**config.mk**
```make
export PLATFORM = sky130hd
export DESIGN_NAME = alu_taylor_calc
export DESIGN_NICKNAME = d
export VERILOG_FILES = /design/src/hw/taylor_pkg.sv /design/src/hw/alu_taylor_calc.sv /design/src/hw/fix_mul.sv /design/src/hw/taylor_coef_rom.sv /design/src/hw/taylor_ctrl.sv /design/src/hw/taylor_datapath.sv
export SDC_FILE = /design/constraint.sdc
export NUM_CORES = 1
export LEC_CHECK = 0
export ABC_AREA = 1
export BUFFER_PORTS_ARGS = -buffer_cell sky130_fd_sc_hd__clkbuf_2
export CAP_MARGIN = 20
export CORE_MARGIN = 2
export CORE_UTILIZATION = 60
export CTS_BUF_LIST = sky130_fd_sc_hd__clkbuf_8
export DETAILED_ROUTE_END_ITERATION = 16
export HOLD_SLACK_MARGIN = 0.03
export PLACE_DENSITY = 0.8
export SLEW_MARGIN = 5
export SYNTH_ARGS = -nofsm -noshare
export SYNTH_HDL_FRONTEND = slang
export SYNTH_SLANG_ARGS = --single-unit
export TNS_END_PERCENT = 1
```
**constraint.sdc**
```tcl
create_clock -name clk -period 10.4 [get_ports clk]
set_input_delay 0.52 -clock clk [delete_from_list [all_inputs] [get_ports clk]]
set_output_delay 0.52 -clock clk [all_outputs]
set_load 0.005 [all_outputs]
```
**src/hw/taylor_pkg.sv**
```systemverilog
// ######################################################################
// Shared constants for the Taylor series sine/cosine unit.
// Modules take these by a wildcard import in their headers.
// ######################################################################

package taylor_pkg;

    // Q2.16 signed fixed point.
    localparam int fix_w  = 18;                      // total width of every value.
    localparam int frac_w = 16;                      // fraction bits.

    // 1.0 in Q2.16.
    localparam logic signed [fix_w-1:0] fix_one = fix_w'(1 << frac_w);

    // function codes on function_sel.
    localparam int func_w = 3;                       // width of the function code.
    localparam logic [func_w-1:0] func_sin = 3'd0;   // sine.
    localparam logic [func_w-1:0] func_cos = 3'd1;   // cosine.

    // series length, the first term comes for free from the operand.
    localparam int n_steps = 4;                      // steps after the first term.
    localparam int step_w  = 2;                      // holds 0 .. n_steps-1.

    // sampling edge of do_calc to the edge that raises calc_done.
    localparam int taylor_latency = 11;

    // multiplier operand select codes, controller to datapath.
    localparam logic [1:0] mul_sq  = 2'd0;           // x times x/2.
    localparam logic [1:0] mul_pow = 2'd1;           // term times x*x/2.
    localparam logic [1:0] mul_scl = 2'd2;           // product times step factor.

endpackage

```
**src/hw/alu_taylor_calc.sv**
```systemverilog
// ######################################################################
// Sine and cosine unit for the ALU, five term Taylor series on a Q2.16
// operand within +-pi/2. Pulse do_calc while idle, the answer appears on
// result with a one cycle calc_done pulse taylor_latency cycles later.
// ######################################################################

`timescale 1ns/1ps

module alu_taylor_calc import taylor_pkg::*; (
    input  logic                    clk,
    input  logic                    rst,
    input  logic                    do_calc,        // start, ignored while busy.
    input  logic [func_w-1:0]       function_sel,   // func_sin or func_cos.
    input  logic signed [fix_w-1:0] x_in,           // Q2.16 operand.
    output logic                    calc_done,      // one cycle pulse.
    output logic signed [fix_w-1:0] result          // Q2.16 answer.
);

    logic              load;
    logic              x2_en;
    logic              term_en;
    logic              sum_en;
    logic [1:0]        mul_sel;
    logic [step_w-1:0] step;
    logic [func_w-1:0] func_code;
    logic              func_valid;
    logic [fix_w-1:0]  coef;

    taylor_ctrl u_ctrl (
        .clk        (clk),
        .rst        (rst),
        .do_calc    (do_calc),
        .func_valid (func_valid),
        .load       (load),
        .x2_en      (x2_en),
        .term_en    (term_en),
        .sum_en     (sum_en),
        .mul_sel    (mul_sel),
        .step       (step),
        .calc_done  (calc_done)
    );

    taylor_datapath u_dp (
        .clk          (clk),
        .rst          (rst),
        .load         (load),
        .x2_en        (x2_en),
        .term_en      (term_en),
        .sum_en       (sum_en),
        .mul_sel      (mul_sel),
        .step         (step),
        .function_sel (function_sel),
        .x_in         (x_in),
        .coef         (coef),
        .func_code    (func_code),
        .func_valid   (func_valid),
        .result       (result)
    );

    taylor_coef_rom u_rom (
        .func (func_code),      // latched code, function_sel may move while busy.
        .step (step),
        .coef (coef)
    );

endmodule

```
**src/hw/fix_mul.sv**
```systemverilog
// ######################################################################
// Signed Q2.16 multiplier with round to nearest and saturation.
// The product is registered, one cycle after the operands.
// ######################################################################

`timescale 1ns/1ps

module fix_mul import taylor_pkg::*; (
    input  logic                    clk,
    input  logic signed [fix_w-1:0] a,          // Q2.16 operand.
    input  logic signed [fix_w-1:0] b,          // Q2.16 operand.
    output logic signed [fix_w-1:0] p           // registered Q2.16 product.
);

    logic signed [2*fix_w-1:0]        full;     // Q4.32 product.
    logic signed [2*fix_w-1:0]        half_lsb; // half of one output lsb.
    logic signed [2*fix_w-1:0]        rounded;
    logic signed [2*fix_w-frac_w-1:0] scaled;   // Q4.16 before the clamp.
    logic signed [fix_w-1:0]          sat;

    always_comb begin
        full               = a * b;
        half_lsb           = '0;
        half_lsb[frac_w-1] = 1'b1;
        rounded            = full + half_lsb;
        scaled             = rounded[2*fix_w-1:frac_w];   // drop the fraction.
        // in range when the guard bits all copy the sign.
        if ((&scaled[2*fix_w-frac_w-1:fix_w-1]) || !(|scaled[2*fix_w-frac_w-1:fix_w-1])) begin
            sat = scaled[fix_w-1:0];
        end else if (scaled[2*fix_w-frac_w-1]) begin
            sat = {1'b1, {(fix_w-1){1'b0}}};              // clamp to -2.0.
        end else begin
            sat = {1'b0, {(fix_w-1){1'b1}}};              // clamp just under 2.0.
        end
    end

    always_ff @(posedge clk) begin
        p <= sat;
    end

endmodule

```
**src/hw/taylor_coef_rom.sv**
```systemverilog
// ######################################################################
// Step factor table for the Taylor series unit, combinational.
// The datapath keeps x*x/2 instead of x*x so the square stays in range,
// so each entry is 2/d for the series denominator d of that step.
// ######################################################################

`timescale 1ns/1ps

module taylor_coef_rom import taylor_pkg::*; (
    input  logic [func_w-1:0] func,      // latched function code.
    input  logic [step_w-1:0] step,      // series step.
    output logic [fix_w-1:0]  coef       // Q2.16 factor for this step.
);

    // round(2/d) in Q2.16.
    function automatic logic [fix_w-1:0] recip2(input int unsigned d);
        int unsigned num;
        num = (2 << frac_w) + d / 2;     // half of d gives round to nearest.
        return fix_w'(num / d);
    endfunction

    always_comb begin
        coef = '0;                       // unsupported codes read zero.
        case (func)
            func_sin: begin
                case (step)
                    2'd0: coef = recip2(6);      // x^3 / 3!.
                    2'd1: coef = recip2(20);     // x^5 / 5!.
                    2'd2: coef = recip2(42);     // x^7 / 7!.
                    default: coef = recip2(72);  // x^9 / 9!.
                endcase
            end
            func_cos: begin
                case (step)
                    2'd0: coef = recip2(2);      // x^2 / 2!, reads exactly 1.0.
                    2'd1: coef = recip2(12);     // x^4 / 4!.
                    2'd2: coef = recip2(30);     // x^6 / 6!.
                    default: coef = recip2(56);  // x^8 / 8!.
                endcase
            end
            default: coef = '0;
        endcase
    end

endmodule

```
**src/hw/taylor_ctrl.sv**
```systemverilog
// ######################################################################
// Sequencer for the Taylor series unit.
// One square, then a power and a scale multiply per series step, back to
// back on the shared multiplier, then a tail and a finish cycle.
// ######################################################################

`timescale 1ns/1ps

module taylor_ctrl import taylor_pkg::*; (
    input  logic              clk,
    input  logic              rst,
    input  logic              do_calc,      // start strobe.
    input  logic              func_valid,   // latched code is sin or cos.
    output logic              load,         // latch operand, init term and sum.
    output logic              x2_en,        // capture x*x/2.
    output logic              term_en,      // capture a finished term.
    output logic              sum_en,       // fold the held term into the sum.
    output logic [1:0]        mul_sel,      // multiplier operand select.
    output logic [step_w-1:0] step,         // series step being worked.
    output logic              calc_done     // one cycle completion pulse.
);

    typedef enum logic [2:0] {
        st_idle,
        st_square,       // x * x/2 issued.
        st_power_x2,     // first power, x*x/2 taken straight from the product.
        st_power,        // term * x*x/2 issued, fresh term captured.
        st_scale,        // product * factor issued, held term summed.
        st_tail,         // last term captured.
        st_finish        // last term summed into the result.
    } state_t;

    state_t state;
    state_t state_nxt;

    always_comb begin
        state_nxt = state;
        case (state)
            st_idle:     if (do_calc) state_nxt = st_square;   // starts only from idle.
            st_square:   state_nxt = st_power_x2;
            st_power_x2: state_nxt = st_scale;
            st_power:    state_nxt = st_scale;
            st_scale: begin
                if (step == step_w'(n_steps - 1)) begin
                    state_nxt = st_tail;                      // no power after the last scale.
                end else begin
                    state_nxt = st_power;
                end
            end
            st_tail:     state_nxt = st_finish;
            st_finish:   state_nxt = st_idle;
            default:     state_nxt = st_idle;
        endcase
    end

    always_comb begin
        load    = 1'b0;
        x2_en   = 1'b0;
        term_en = 1'b0;
        sum_en  = 1'b0;
        mul_sel = mul_sq;
        case (state)
            st_idle:     load = do_calc;
            st_power_x2: begin
                mul_sel = mul_pow;
                x2_en   = 1'b1;
            end
            st_power: begin
                mul_sel = mul_pow;
                term_en = 1'b1;
            end
            st_scale: begin
                mul_sel = mul_scl;
                sum_en  = (step != '0);      // step 0 has no term waiting yet.
            end
            st_tail:     term_en = 1'b1;
            st_finish:   sum_en  = func_valid;   // low publishes a zero result.
            default:     mul_sel = mul_sq;
        endcase
    end

    always_ff @(posedge clk) begin
        if (rst) begin
            state     <= st_idle;
            step      <= '0;
            calc_done <= 1'b0;
        end else begin
            state     <= state_nxt;
            calc_done <= (state == st_finish);          // high with the new result.
            if (load) begin
                step <= '0;
            end else if (state == st_power) begin
                step <= step + 1'b1;                    // next scale uses the next factor.
            end
        end
    end

endmodule

```
**src/hw/taylor_datapath.sv**
```systemverilog
// ######################################################################
// Datapath of the Taylor series unit: operand, x*x/2, term, sum and
// result registers around the shared multiplier.
// Terms from even steps are subtracted and terms from odd steps added.
// ######################################################################

`timescale 1ns/1ps

module taylor_datapath import taylor_pkg::*; (
    input  logic                    clk,
    input  logic                    rst,
    input  logic                    load,
    input  logic                    x2_en,
    input  logic                    term_en,
    input  logic                    sum_en,
    input  logic [1:0]              mul_sel,
    input  logic [step_w-1:0]       step,
    input  logic [func_w-1:0]       function_sel,
    input  logic signed [fix_w-1:0] x_in,
    input  logic [fix_w-1:0]        coef,
    output logic [func_w-1:0]       func_code,    // latched code, drives the factor table.
    output logic                    func_valid,
    output logic signed [fix_w-1:0] result
);

    logic [func_w-1:0]       func_reg;
    logic signed [fix_w-1:0] x_reg;               // operand.
    logic signed [fix_w-1:0] x2_reg;              // x*x/2.
    logic signed [fix_w-1:0] term_reg;            // latest finished term.
    logic                    term_add;            // term sign, set on odd steps.
    logic signed [fix_w-1:0] sum_reg;             // running series sum.
    logic                    fin_q;               // last term is held, publish next.
    logic signed [fix_w-1:0] init_term;
    logic signed [fix_w-1:0] mul_a;
    logic signed [fix_w-1:0] mul_b;
    logic signed [fix_w-1:0] prod;
    logic signed [fix_w:0]   sum_wide;
    logic signed [fix_w-1:0] sum_next;

    assign func_code  = func_reg;
    assign func_valid = (func_reg == func_sin) || (func_reg == func_cos);

    always_comb begin
        case (function_sel)
            func_sin: init_term = x_in;           // sin starts at x.
            func_cos: init_term = fix_one;        // cos starts at 1.0.
            default:  init_term = '0;
        endcase
    end

    always_comb begin
        case (mul_sel)
            mul_pow: begin
                // the first power still has x*x/2 only in the product register.
                mul_a = x2_en ? term_reg : prod;
                mul_b = x2_en ? prod : x2_reg;
            end
            mul_scl: begin
                mul_a = prod;
                mul_b = $signed(coef);
            end
            default: begin
                mul_a = x_reg;
                mul_b = x_reg >>> 1;              // halved so the square fits Q2.16.
            end
        endcase
    end

    fix_mul u_mul (
        .clk (clk),
        .a   (mul_a),
        .b   (mul_b),
        .p   (prod)
    );

    always_comb begin
        if (term_add) begin
            sum_wide = {sum_reg[fix_w-1], sum_reg} + {term_reg[fix_w-1], term_reg};
        end else begin
            sum_wide = {sum_reg[fix_w-1], sum_reg} - {term_reg[fix_w-1], term_reg};
        end
        if (sum_wide[fix_w] == sum_wide[fix_w-1]) begin
            sum_next = sum_wide[fix_w-1:0];
        end else if (sum_wide[fix_w]) begin
            sum_next = {1'b1, {(fix_w-1){1'b0}}};     // saturate low.
        end else begin
            sum_next = {1'b0, {(fix_w-1){1'b1}}};     // saturate high.
        end
    end

    always_ff @(posedge clk) begin
        if (load) begin
            x_reg    <= x_in;
            term_reg <= init_term;
            sum_reg  <= init_term;                // the first term is the sum.
        end else begin
            if (term_en) begin
                term_reg <= prod;
                term_add <= step[0];
            end
            if (sum_en) sum_reg <= sum_next;
        end
        if (x2_en) x2_reg <= prod;
    end

    always_ff @(posedge clk) begin
        if (rst) begin
            func_reg <= '0;
            fin_q    <= 1'b0;
            result   <= '0;
        end else begin
            if (load) func_reg <= function_sel;
            fin_q <= term_en && (step == step_w'(n_steps - 1));
            if (fin_q) result <= sum_en ? sum_next : '0;   // held until the next finish.
        end
    end

endmodule

```
# Word level (Yosys, flattened, before mapping)
# Cells that the tools add are included.
# op_classes
mux,26
addsub,4
eq_ne,15
reduce_logical,17
mul,1
bitwise_logic,1
# ops
cell,count
18-bit 2-to-1 mux,11
18-bit case mux with 2 select lines,4
17-bit case mux with 3 select lines,1
15-bit case mux with 3 select lines,1
36-bit by 17-bit adder with 36-bit output (second input constant),1
18-bit by 18-bit multiplier with 36-bit output,1
18-bit by 18-bit adder with 19-bit output,1
19-bit 2-to-1 mux,1
18-bit by 18-bit subtractor with 19-bit output,1
3-bit case mux with 5 select lines,1
3-bit by 1-bit equality test with 1-bit output (second input constant),3
3-bit equality test (second input constant),3
3-bit logical NOT,3
2-bit equality test (second input constant),3
3-bit by 2-bit equality test with 1-bit output (second input constant),2
3-bit 2-to-1 mux,2
2-bit nonzero test,3
2-bit OR reduction,3
2-bit by 1-bit equality test with 1-bit output (second input constant),2
2-bit case mux with 2 select lines,1
1-bit 2-to-1 mux,3
3-bit AND reduction,1
3-bit OR reduction,1
2-bit by 1-bit adder with 2-bit output (second input constant),1
9 further kinds,10
# totals
wordCells,76
out_inout_bits,19
input_bits,24
regBits,119

# Depth between registers and ports, before layout
# Gate-level depths: netlist (run 1).
# depth
ltp_word,11
depth_mapped,43
mapped_depth_nobuf,40

# Cells and area by module
# A second synthesis (run 1) with hierarchy kept.
# hier_totals
hier_cells,2579
area_unflattened_um2,19925.4
# modules_own_cells
mod,area_each_um2,cells_each,n_inst,seq_area_each_um2
fix_mul,13369.1,1731,1,360.3
taylor_datapath,5864.4,737,1,2452.4
taylor_coef_rom,355.3,64,1,0.0
taylor_ctrl,336.6,47,1,120.1

# Worst setup path before layout (run 1)
# No wires, ideal clock.
# synth_timing
path_kind,register to register
startpoint,register u_ctrl.state[0]
endpoint,register u_dp.u_mul.p[10]
n_path_buf,4
setup_ns,0.113
t_required_ns,10.287
arrival_ns,7.383
period_less_slack_ns,7.496
slack_ns,2.904
path_stages_with_launch,36
cell_sequence,dfxtp_1 nor2_1 inv_1 nor2_1 inv_1 ha_1 buf_2 inv_2 clkbuf_1 clkbuf_1 nand2_1 nand2_1 inv_1 nor2_1 fa_1 fa_1 ha_1 inv_1 fa_1 inv_1 fa_1 inv_1 fa_1 inv_1 ha_1 a21oi_1 o21ai_0 a21oi_1 nor2_1 a211oi_1 nand2_1 nand2_1 nand2_2 o21ai_4 buf_6 nand2_2
# synth_via
elab_chain_cells,11
elab_cells_between_ends,20
cone_classes,1 x add/sub; 1 x mul; 5 x eq/ne; 8 x mux; 5 x reduce/logical
# synth_rtl
element,line_no,rtl
start: declaration,taylor_ctrl.sv:33,state_t state;
start signal: assignment,taylor_ctrl.sv:84,state <= st_idle;
start signal: assignment,taylor_ctrl.sv:88,state <= state_nxt;
3-bit by 2-bit equality test with 1-bit output,taylor_ctrl.sv:62,case (state)
2-bit OR reduction (no line),-,
2-bit case mux with 2 select lines,taylor_ctrl.sv:62,
2-bit equality test or 2-bit by 1-bit equality test with 1-bit output (tied branches),taylor_datapath.sv:52,case (mul_sel)
18-bit case mux with 2 select lines,taylor_datapath.sv:52,
18-bit by 18-bit multiplier with 36-bit output (*),fix_mul.sv:22,full = a * b;
36-bit by 17-bit adder with 36-bit output (*),fix_mul.sv:25,rounded = full + half_lsb;
3-bit OR reduction,fix_mul.sv:28,if ((&scaled[2*fix_w-frac_w-1:fix_w-1]) || !(|scaled[2*fix_w-frac_w-1:fix_w-1])) begin
1-bit logical NOT,fix_mul.sv:28,
1-bit logical OR,fix_mul.sv:28,
18-bit 2-to-1 mux (*),fix_mul.sv:28,
via u_dp.u_mul.sat[10],fix_mul.sv:19,logic signed [fix_w-1:0] sat;
end signal: assignment,fix_mul.sv:38,p <= sat;
end: declaration,fix_mul.sv:12,output logic signed [fix_w-1:0] p
# Mark *: on every way through the listed nets, which the timed path passes. The rest lies on a longest branch.
# A chain may end at the register's enable or synchronous reset.

# Worst setup path after layout (run 1)
# layout_timing
startpoint,register u_ctrl.state[0]
endpoint,register u_dp.u_mul.p[5]
# Same word-level chain as after synthesis.

==> results of run 1 <==
==> cell usage in the layout, fill, tap and decap left out, drive strengths merged, types with 3 or more instances in the layout <==
cell type	synthesis	routed
fa	330	330
nand2	487	487
o221ai	11	11
a21oi	101	101
clkbuf	50	59
clkinv	10	12
o21a	3	3
dfxtp	64	64
inv	484	494
edfxtp	55	55
or2	15	15
nand3	64	64
a31oi	10	10
ha	117	117
xnor2	9	9
nor2	231	231
nor3	20	20
buf	11	26
nand4	8	8
nor4	5	5
o22ai	3	3
o21ai	95	95
a21o	7	7
a211oi	3	3
a221o	3	3
xor2	36	36
o211ai	6	6
clkinvlp	0	3
==> logic make-up (layout without fill, tap and decap cells) <==
logic type,after synthesis,after routing,share of synthesized area (%)
and+or+nand+nor,835,835,18.7
buffers and inverters,555,594,11.4
adders and majority gates,447,447,43.8
AOI/OAI and AO/OA,257,257,7.98
DFF,119,119,15.9
xor gates and xnor gates,45,45,2.14
==> worst max-delay path, delay by kind of cell, from the launching register on <==
kind | cells | cell delay, ns
compound gates | 6 | 1.78
fa+ha+maj | 8 | 4.11
buf+inv | 9 | 1.76
flops | 1 | 0.40
simple gates | 8 | 1.42
==> synthesized netlist by cell type (7+ instances only) <==
| library cell | count | area [µm²] |
|---|---|---|
| nand4_1 | 8 | 50.1 |
| nand2_2 | 31 | 194 |
| a31oi_1 | 10 | 62.6 |
| o21ai_0 | 88 | 440 |
| inv_1 | 478 | 1790 |
| clkinv_1 | 10 | 37.5 |
| xnor2_1 | 9 | 78.8 |
| nor2_1 | 229 | 860 |
| xor2_1 | 36 | 315 |
| o221ai_1 | 11 | 96.3 |
| a21o_1 | 7 | 52.6 |
| nor3_1 | 20 | 100 |
| a21oi_1 | 101 | 505 |
| nand3_1 | 61 | 305 |
| edfxtp_1 | 55 | 1650 |
| nand2_1 | 454 | 1700 |
| fa_1 | 330 | 6610 |
| or2_2 | 14 | 87.6 |
| clkbuf_1 | 50 | 188 |
| dfxtp_1 | 64 | 1280 |
| ha_1 | 117 | 1460 |
==> through the flow <==
step,hold slack (ns),cells,setup WS [ns]
after global routing,0.232,2693,0.381
after detailed placement,0.456,2658,1.07
final,0.246,2693,0.778
after global placement,0.453,2658,1.22
after floorplan,0.437,2258,2.90
after CTS,0.233,2690,1.03
==> area by class of cell <==
class                           instances  share of cell area [%]
Tap cell                              396                    2.55
Clock buffer                           17                    1.20
Sequential cell                       119                    15.1
Clock inverter                         15                   0.675
Multi-Input combinational cell       1584                    68.8
Inverter                              494                    9.53
Timing Repair Buffer                   68                    2.14
==> layer usage <==
metal,GRT usage (%),vias up,wire [µm]
met5,0,-,0
li1,-,6928,-
met2,56.5,903,24700
met4,15.2,0,2810
met3,11.9,198,6430
met1,46.1,7657,20800
==> worst max path at each step <==
stage | from | end | slack (ns) | depth (start not counted)
floorplan | u_ctrl.state[0]$_SDFFE_PP0P_ | u_dp.u_mul.p[10]$_DFF_P_ | 2.90 | 35
global placement | u_ctrl.state[0]$_SDFFE_PP0P_ | u_dp.u_mul.p[1]$_DFF_P_ | 1.22 | 31
detailed placement | u_ctrl.state[0]$_SDFFE_PP0P_ | u_dp.u_mul.p[5]$_DFF_P_ | 1.07 | 31
CTS | u_ctrl.state[0]$_SDFFE_PP0P_ | u_dp.u_mul.p[5]$_DFF_P_ | 1.03 | 31
global route | u_ctrl.state[0]$_SDFFE_PP0P_ | u_dp.u_mul.p[4]$_DFF_P_ | 0.38 | 31
finish | u_ctrl.state[0]$_SDFFE_PP0P_ | u_dp.u_mul.p[5]$_DFF_P_ | 0.78 | 31
==> implementation parameters, run 1 <==
Parameter                              Value

Clocking
  Clock tree from TritonCTS    done
  Total clock sinks    ~120
  Deepest level of the CTS H-tree    4
  Post-CTS setup buffer count    0
  Reg clk slew, reported paths    0.10 ns
  Worst-Skew Late Latency    around 0.46 ns
  Post-CTS sizing    0
  Maximum clock insertion buffer count    2
  Hold buffer count at cts    0
  Buffer cell driving the clock tree root    clkbuf_8
  Number of buffers added by the clock tree synthesis step    17

Synth
  Yosys warns    0
  FFs w/ async S/R, synth    0%
  Number of library cell types mapped by synthesis    55
  Post-Syn Instances    2258
  Sequential share of the synthesized area    15.9%
  Flop and latch count out of synthesis    119
  Post-synth EDFFs    55
  Total standard cell area after synthesis    18400 µm²
  Ys flop type    dfxtp_1
  Post-synthesis net count    2729
  Mean post-synth cell area    8.16 µm²

Timing
  Post-layout min period    9.62 ns
  Setup-failing EPs final    0
  Post-Route Setup TNS    0 ns
  Relative slew slack    42.2%
  Total count of hold-check failures in the final report    0
  Setup repair after global routing missed its margin    no
  Achievable frequency    just over 100 MHz
  Max-slew violations    0
  Worst clock skew    0.0241 ns
  Portion of the clock cycle consumed by the worst path in the final layout    approximately 93%
  Worst slew pin tran    0.859 ns

Floorplanning
  Starting density of the core    60.6%
  Die W    179 µm
  Die height    179 µm
  Placement Rows    64
  Total Die Area    32100 µm²
  Floorplan Core Area    slightly above 30000 µm²
  Number of primary I/O pins    43

Placed design
  Placed wire-length estimate after detailed placement    46.1 mm
  Final Wtd Congestion    1.10
  Number of buffers added on ports    42
  Placed Area    19100 µm²

Setup path
  RR Endpoint    u_dp.u_mul.p[5]$_DFF_P_
  Reg2reg start    u_ctrl.state[0]$_SDFFE_PP0P_
  Cell repeated most along the worst path    inv_1
  CP max FO    35
  Worst reg2reg setup slack    0.78 ns
  Crit path capture type    register
  Worst r2r path cells    31
  Arrival time at the worst endpoint    9.95 ns
  Kind of critical path    register to register
  Required time of the critical path    10.73 ns
  Startpoint type of the worst setup path    register
  CP peak stage delay    0.71 ns
  Slowest stage cell on the critical path    ha_1

Drt
  Mean number of vias per cell    around 5.8
  Detailed-route wire length per cell    20.3 µm
  DRC violation total after the first TritonRoute iteration    around 1500
  Overall routed net length    54.7 mm
  Vias    15700
  Remaining design rule violation count    0
  DRT Pass-1 Iters    7
  Antenna viol nets, final    0

Cells and area
  Layout filler cell count    between 2000 and 3000
  Final Instance Area    19500 µm²
  Area growth from synthesis to layout    5.59%
  Area of combinational cells with multiple inputs    about 13000 µm²
  NumNets Final    2755
  Sequential cell area    approximately 2900 µm²
  Proportion of layout cells with a drive suffix above 1    7.05%
  Post-route core utilization    64.0%
  Antenna diode count    0

Outcome
  Status    finished, final reports clean

Job
  Max-cap violations    0

Global route
  Wire length of the first global-routing pass    86.6 mm
  Largest net degree at the start of global routing    52
  Initial antenna violation count    0
  Gr usage total    36.1%
  Remaining global-route overflow    0
  Via count of the first global-routing pass    16100

Worst hold path
  Number of cells on the worst hold path    1
  Worst hold start    x_in[3]
  WHS Endpoint    u_dp.x_reg[3]$_DFFE_PP_
  Type of the tightest min-delay check    input pin to register
Power of run 1 is not shown: default switching activity piles up to over one toggle a cycle in this logic, so the estimate is an artifact.
==> run 2: changes to the inputs <==
--- a/config.mk
+++ b/config.mk
@@ -10,11 +10,9 @@
 export CAP_MARGIN = 20
 export CORE_MARGIN = 2
 export CORE_UTILIZATION = 60
-export CTS_BUF_LIST = sky130_fd_sc_hd__clkbuf_8
 export DETAILED_ROUTE_END_ITERATION = 16
 export HOLD_SLACK_MARGIN = 0.03
 export PLACE_DENSITY = 0.8
-export SLEW_MARGIN = 5
 export SYNTH_ARGS = -nofsm -noshare
 export SYNTH_HDL_FRONTEND = slang
 export SYNTH_SLANG_ARGS = --single-unit
==> run 2 against run 1 <==
Critical path depth did not move. Wire length is 0.80% higher. Flip-flop and latch count is the same. Non-clock buffer count decreased by 1. Critical path type unchanged. Critical endpoint unchanged.
==> implementation parameters, run 2 (synthesis gave the netlist of run 1 again) <==
Parameter                              Value

Setup path
  CP max FO    35
  RR Endpoint    u_dp.u_mul.p[5]$_DFF_P_
  Worst r2r path cells    31
  CP peak stage delay    0.72 ns
  Required time of the critical path    between 10 and 15 ns
  Kind of critical path    register to register
  Combined buffer and inverter count along the critical path    9
  Startpoint type of the worst setup path    register
  Arrival time at the worst endpoint    9.99 ns
  Cell repeated most along the worst path    inv_1
  Slowest stage cell on the critical path    ha_1
  Largest delay contributor family on the critical path    adder cells
  Worst reg2reg setup slack    0.71 ns
  Reg2reg start    u_ctrl.state[0]$_SDFFE_PP0P_
  Crit path capture type    register

Cells and area
  Area growth from synthesis to layout    6.54%
  NumNets Final    2754
  Sequential cell area    ~3000 µm²
  Antenna diode count    0
  Number of non-filler instances in the completed layout    ~2700
  Proportion of layout cells with a drive suffix above 1    7.01%
  Layout filler cell count    2641
  Area of combinational cells with multiple inputs    13400 µm²
  Most common cell after layout, fill and taps aside    inv_1
  Highest-count cells in the layout ignoring fill and taps    inv_1 (478), nand2_1 (454), fa_1 (330)

Timing
  Worst slew pin tran    1.10 ns
  Post-layout min period    9.69 ns
  Worst clock skew    0.0162 ns
  Relative slew slack    26.2%
  Post-Route Setup TNS    0 ns
  Setup-failing EPs final    0
  Setup repair after global routing missed its margin    no
  Total count of hold-check failures in the final report    0
  Achievable frequency    103 MHz
  Portion of the clock cycle consumed by the worst path in the final layout    93.2%
  Max-slew violations    0

Drt
  DRT Pass-1 Iters    9
  Mean number of vias per cell    approximately 5.8
  Remaining design rule violation count    0
  DRC violation total after the first TritonRoute iteration    1745
  Antenna viol nets, final    0
  Overall routed net length    55.2 mm
  Detailed-route wire length per cell    between 20 and 25 µm
  Vias    15700

Worst hold path
  Type of the tightest min-delay check    input pin to register
  WHS Endpoint    u_dp.x_reg[3]$_DFFE_PP_
  Worst hold start    x_in[3]
  Number of cells on the worst hold path    1

Clocking
  Clock tree from TritonCTS    done
  Total clock sinks    119
  Hold buffer count at cts    0
  Number of buffers added by the clock tree synthesis step    17
  Worst-Skew Late Latency    0.44 ns
  Buffer cell driving the clock tree root    clkbuf_16
  Post-CTS setup buffer count    0
  Post-CTS sizing    0
  Reg clk slew, reported paths    around 0.070 ns
  Deepest level of the CTS H-tree    4
  Maximum clock insertion buffer count    2

Floorplanning
  Total Die Area    32100 µm²
  Floorplan Core Area    30400 µm²
  Die W    179 µm
  Placement Rows    64
  Starting density of the core    60.6%
  Number of primary I/O pins    43
  Die height    approximately 180 µm

Placed design
  Number of buffers added on ports    42
  Final Wtd Congestion    1.10
  Placed wire-length estimate after detailed placement    46.1 mm
  Cell count after placement    2658

Global route
  Gr usage total    36.3%
  Remaining global-route overflow    0
  Initial antenna violation count    0
  Largest net degree at the start of global routing    52
  Via count of the first global-routing pass    16100
  Wire length of the first global-routing pass    87.0 mm

Outcome
  Status    finished, final reports clean

Job
  Max-cap violations    0
-- run 2: layer usage --
layer	vias to the layer above	GRT usage, %	share of wire, %
met1	7621	46.4	37
met4	0	15.6	5.7
met3	221	11.6	12
met5	-	0	0
li1	6917	-	-
met2	924	57.0	45
-- run 2: layout make-up --
type                       instances  area share [%]
clock buffer                      17            2.17
clock inverter                    15           0.669
inverter                         494            9.44
multi-input combinational       1584            68.2
sequential                       119            14.9
tap                              396            2.52
timing repair buffer              67            2.05
-- run 2: how the worst max path moves through the flow --
stage                                       startpoint                       end  slack (ns)  cells past startpoint
after CTS                 u_ctrl.state[0]$_SDFFE_PP0P_   u_dp.u_mul.p[5]$_DFF_P_        0.93                     31
after floorplan           u_ctrl.state[0]$_SDFFE_PP0P_  u_dp.u_mul.p[10]$_DFF_P_        2.90                     35
after global routing      u_ctrl.state[0]$_SDFFE_PP0P_   u_dp.u_mul.p[4]$_DFF_P_        0.31                     31
final                     u_ctrl.state[0]$_SDFFE_PP0P_   u_dp.u_mul.p[5]$_DFF_P_        0.71                     31
after global placement    u_ctrl.state[0]$_SDFFE_PP0P_   u_dp.u_mul.p[1]$_DFF_P_        1.22                     31
after detailed placement  u_ctrl.state[0]$_SDFFE_PP0P_   u_dp.u_mul.p[5]$_DFF_P_        1.07                     31
-- run 2: worst reg2reg max path: cells and delay by family (launching register included) --
kind | cells | cell delay, ns
flops | 1 | 0.39
buf+inv | 9 | 1.80
compound gates | 6 | 1.76
simple gates | 8 | 1.43
fa+ha+maj | 8 | 4.17
-- run 2: per-stage QoR --
stage / util, % / hold WS [ns] / cell area (µm²) / worst slack [ns]
2_1_floorplan: - / 0.437 / 18400 / 2.90
3_3_place_gp: 62.6 / 0.453 / 19100 / 1.22
3_5_place_dp: 62.6 / 0.456 / 19100 / 1.07
4_1_cts: 64.5 / 0.272 / 19600 / 0.931
5_1_grt: 64.5 / 0.271 / 19600 / 0.311
6_report: 64.5 / 0.270 / 19600 / 0.709
Power of run 2 is left out for the same reason.
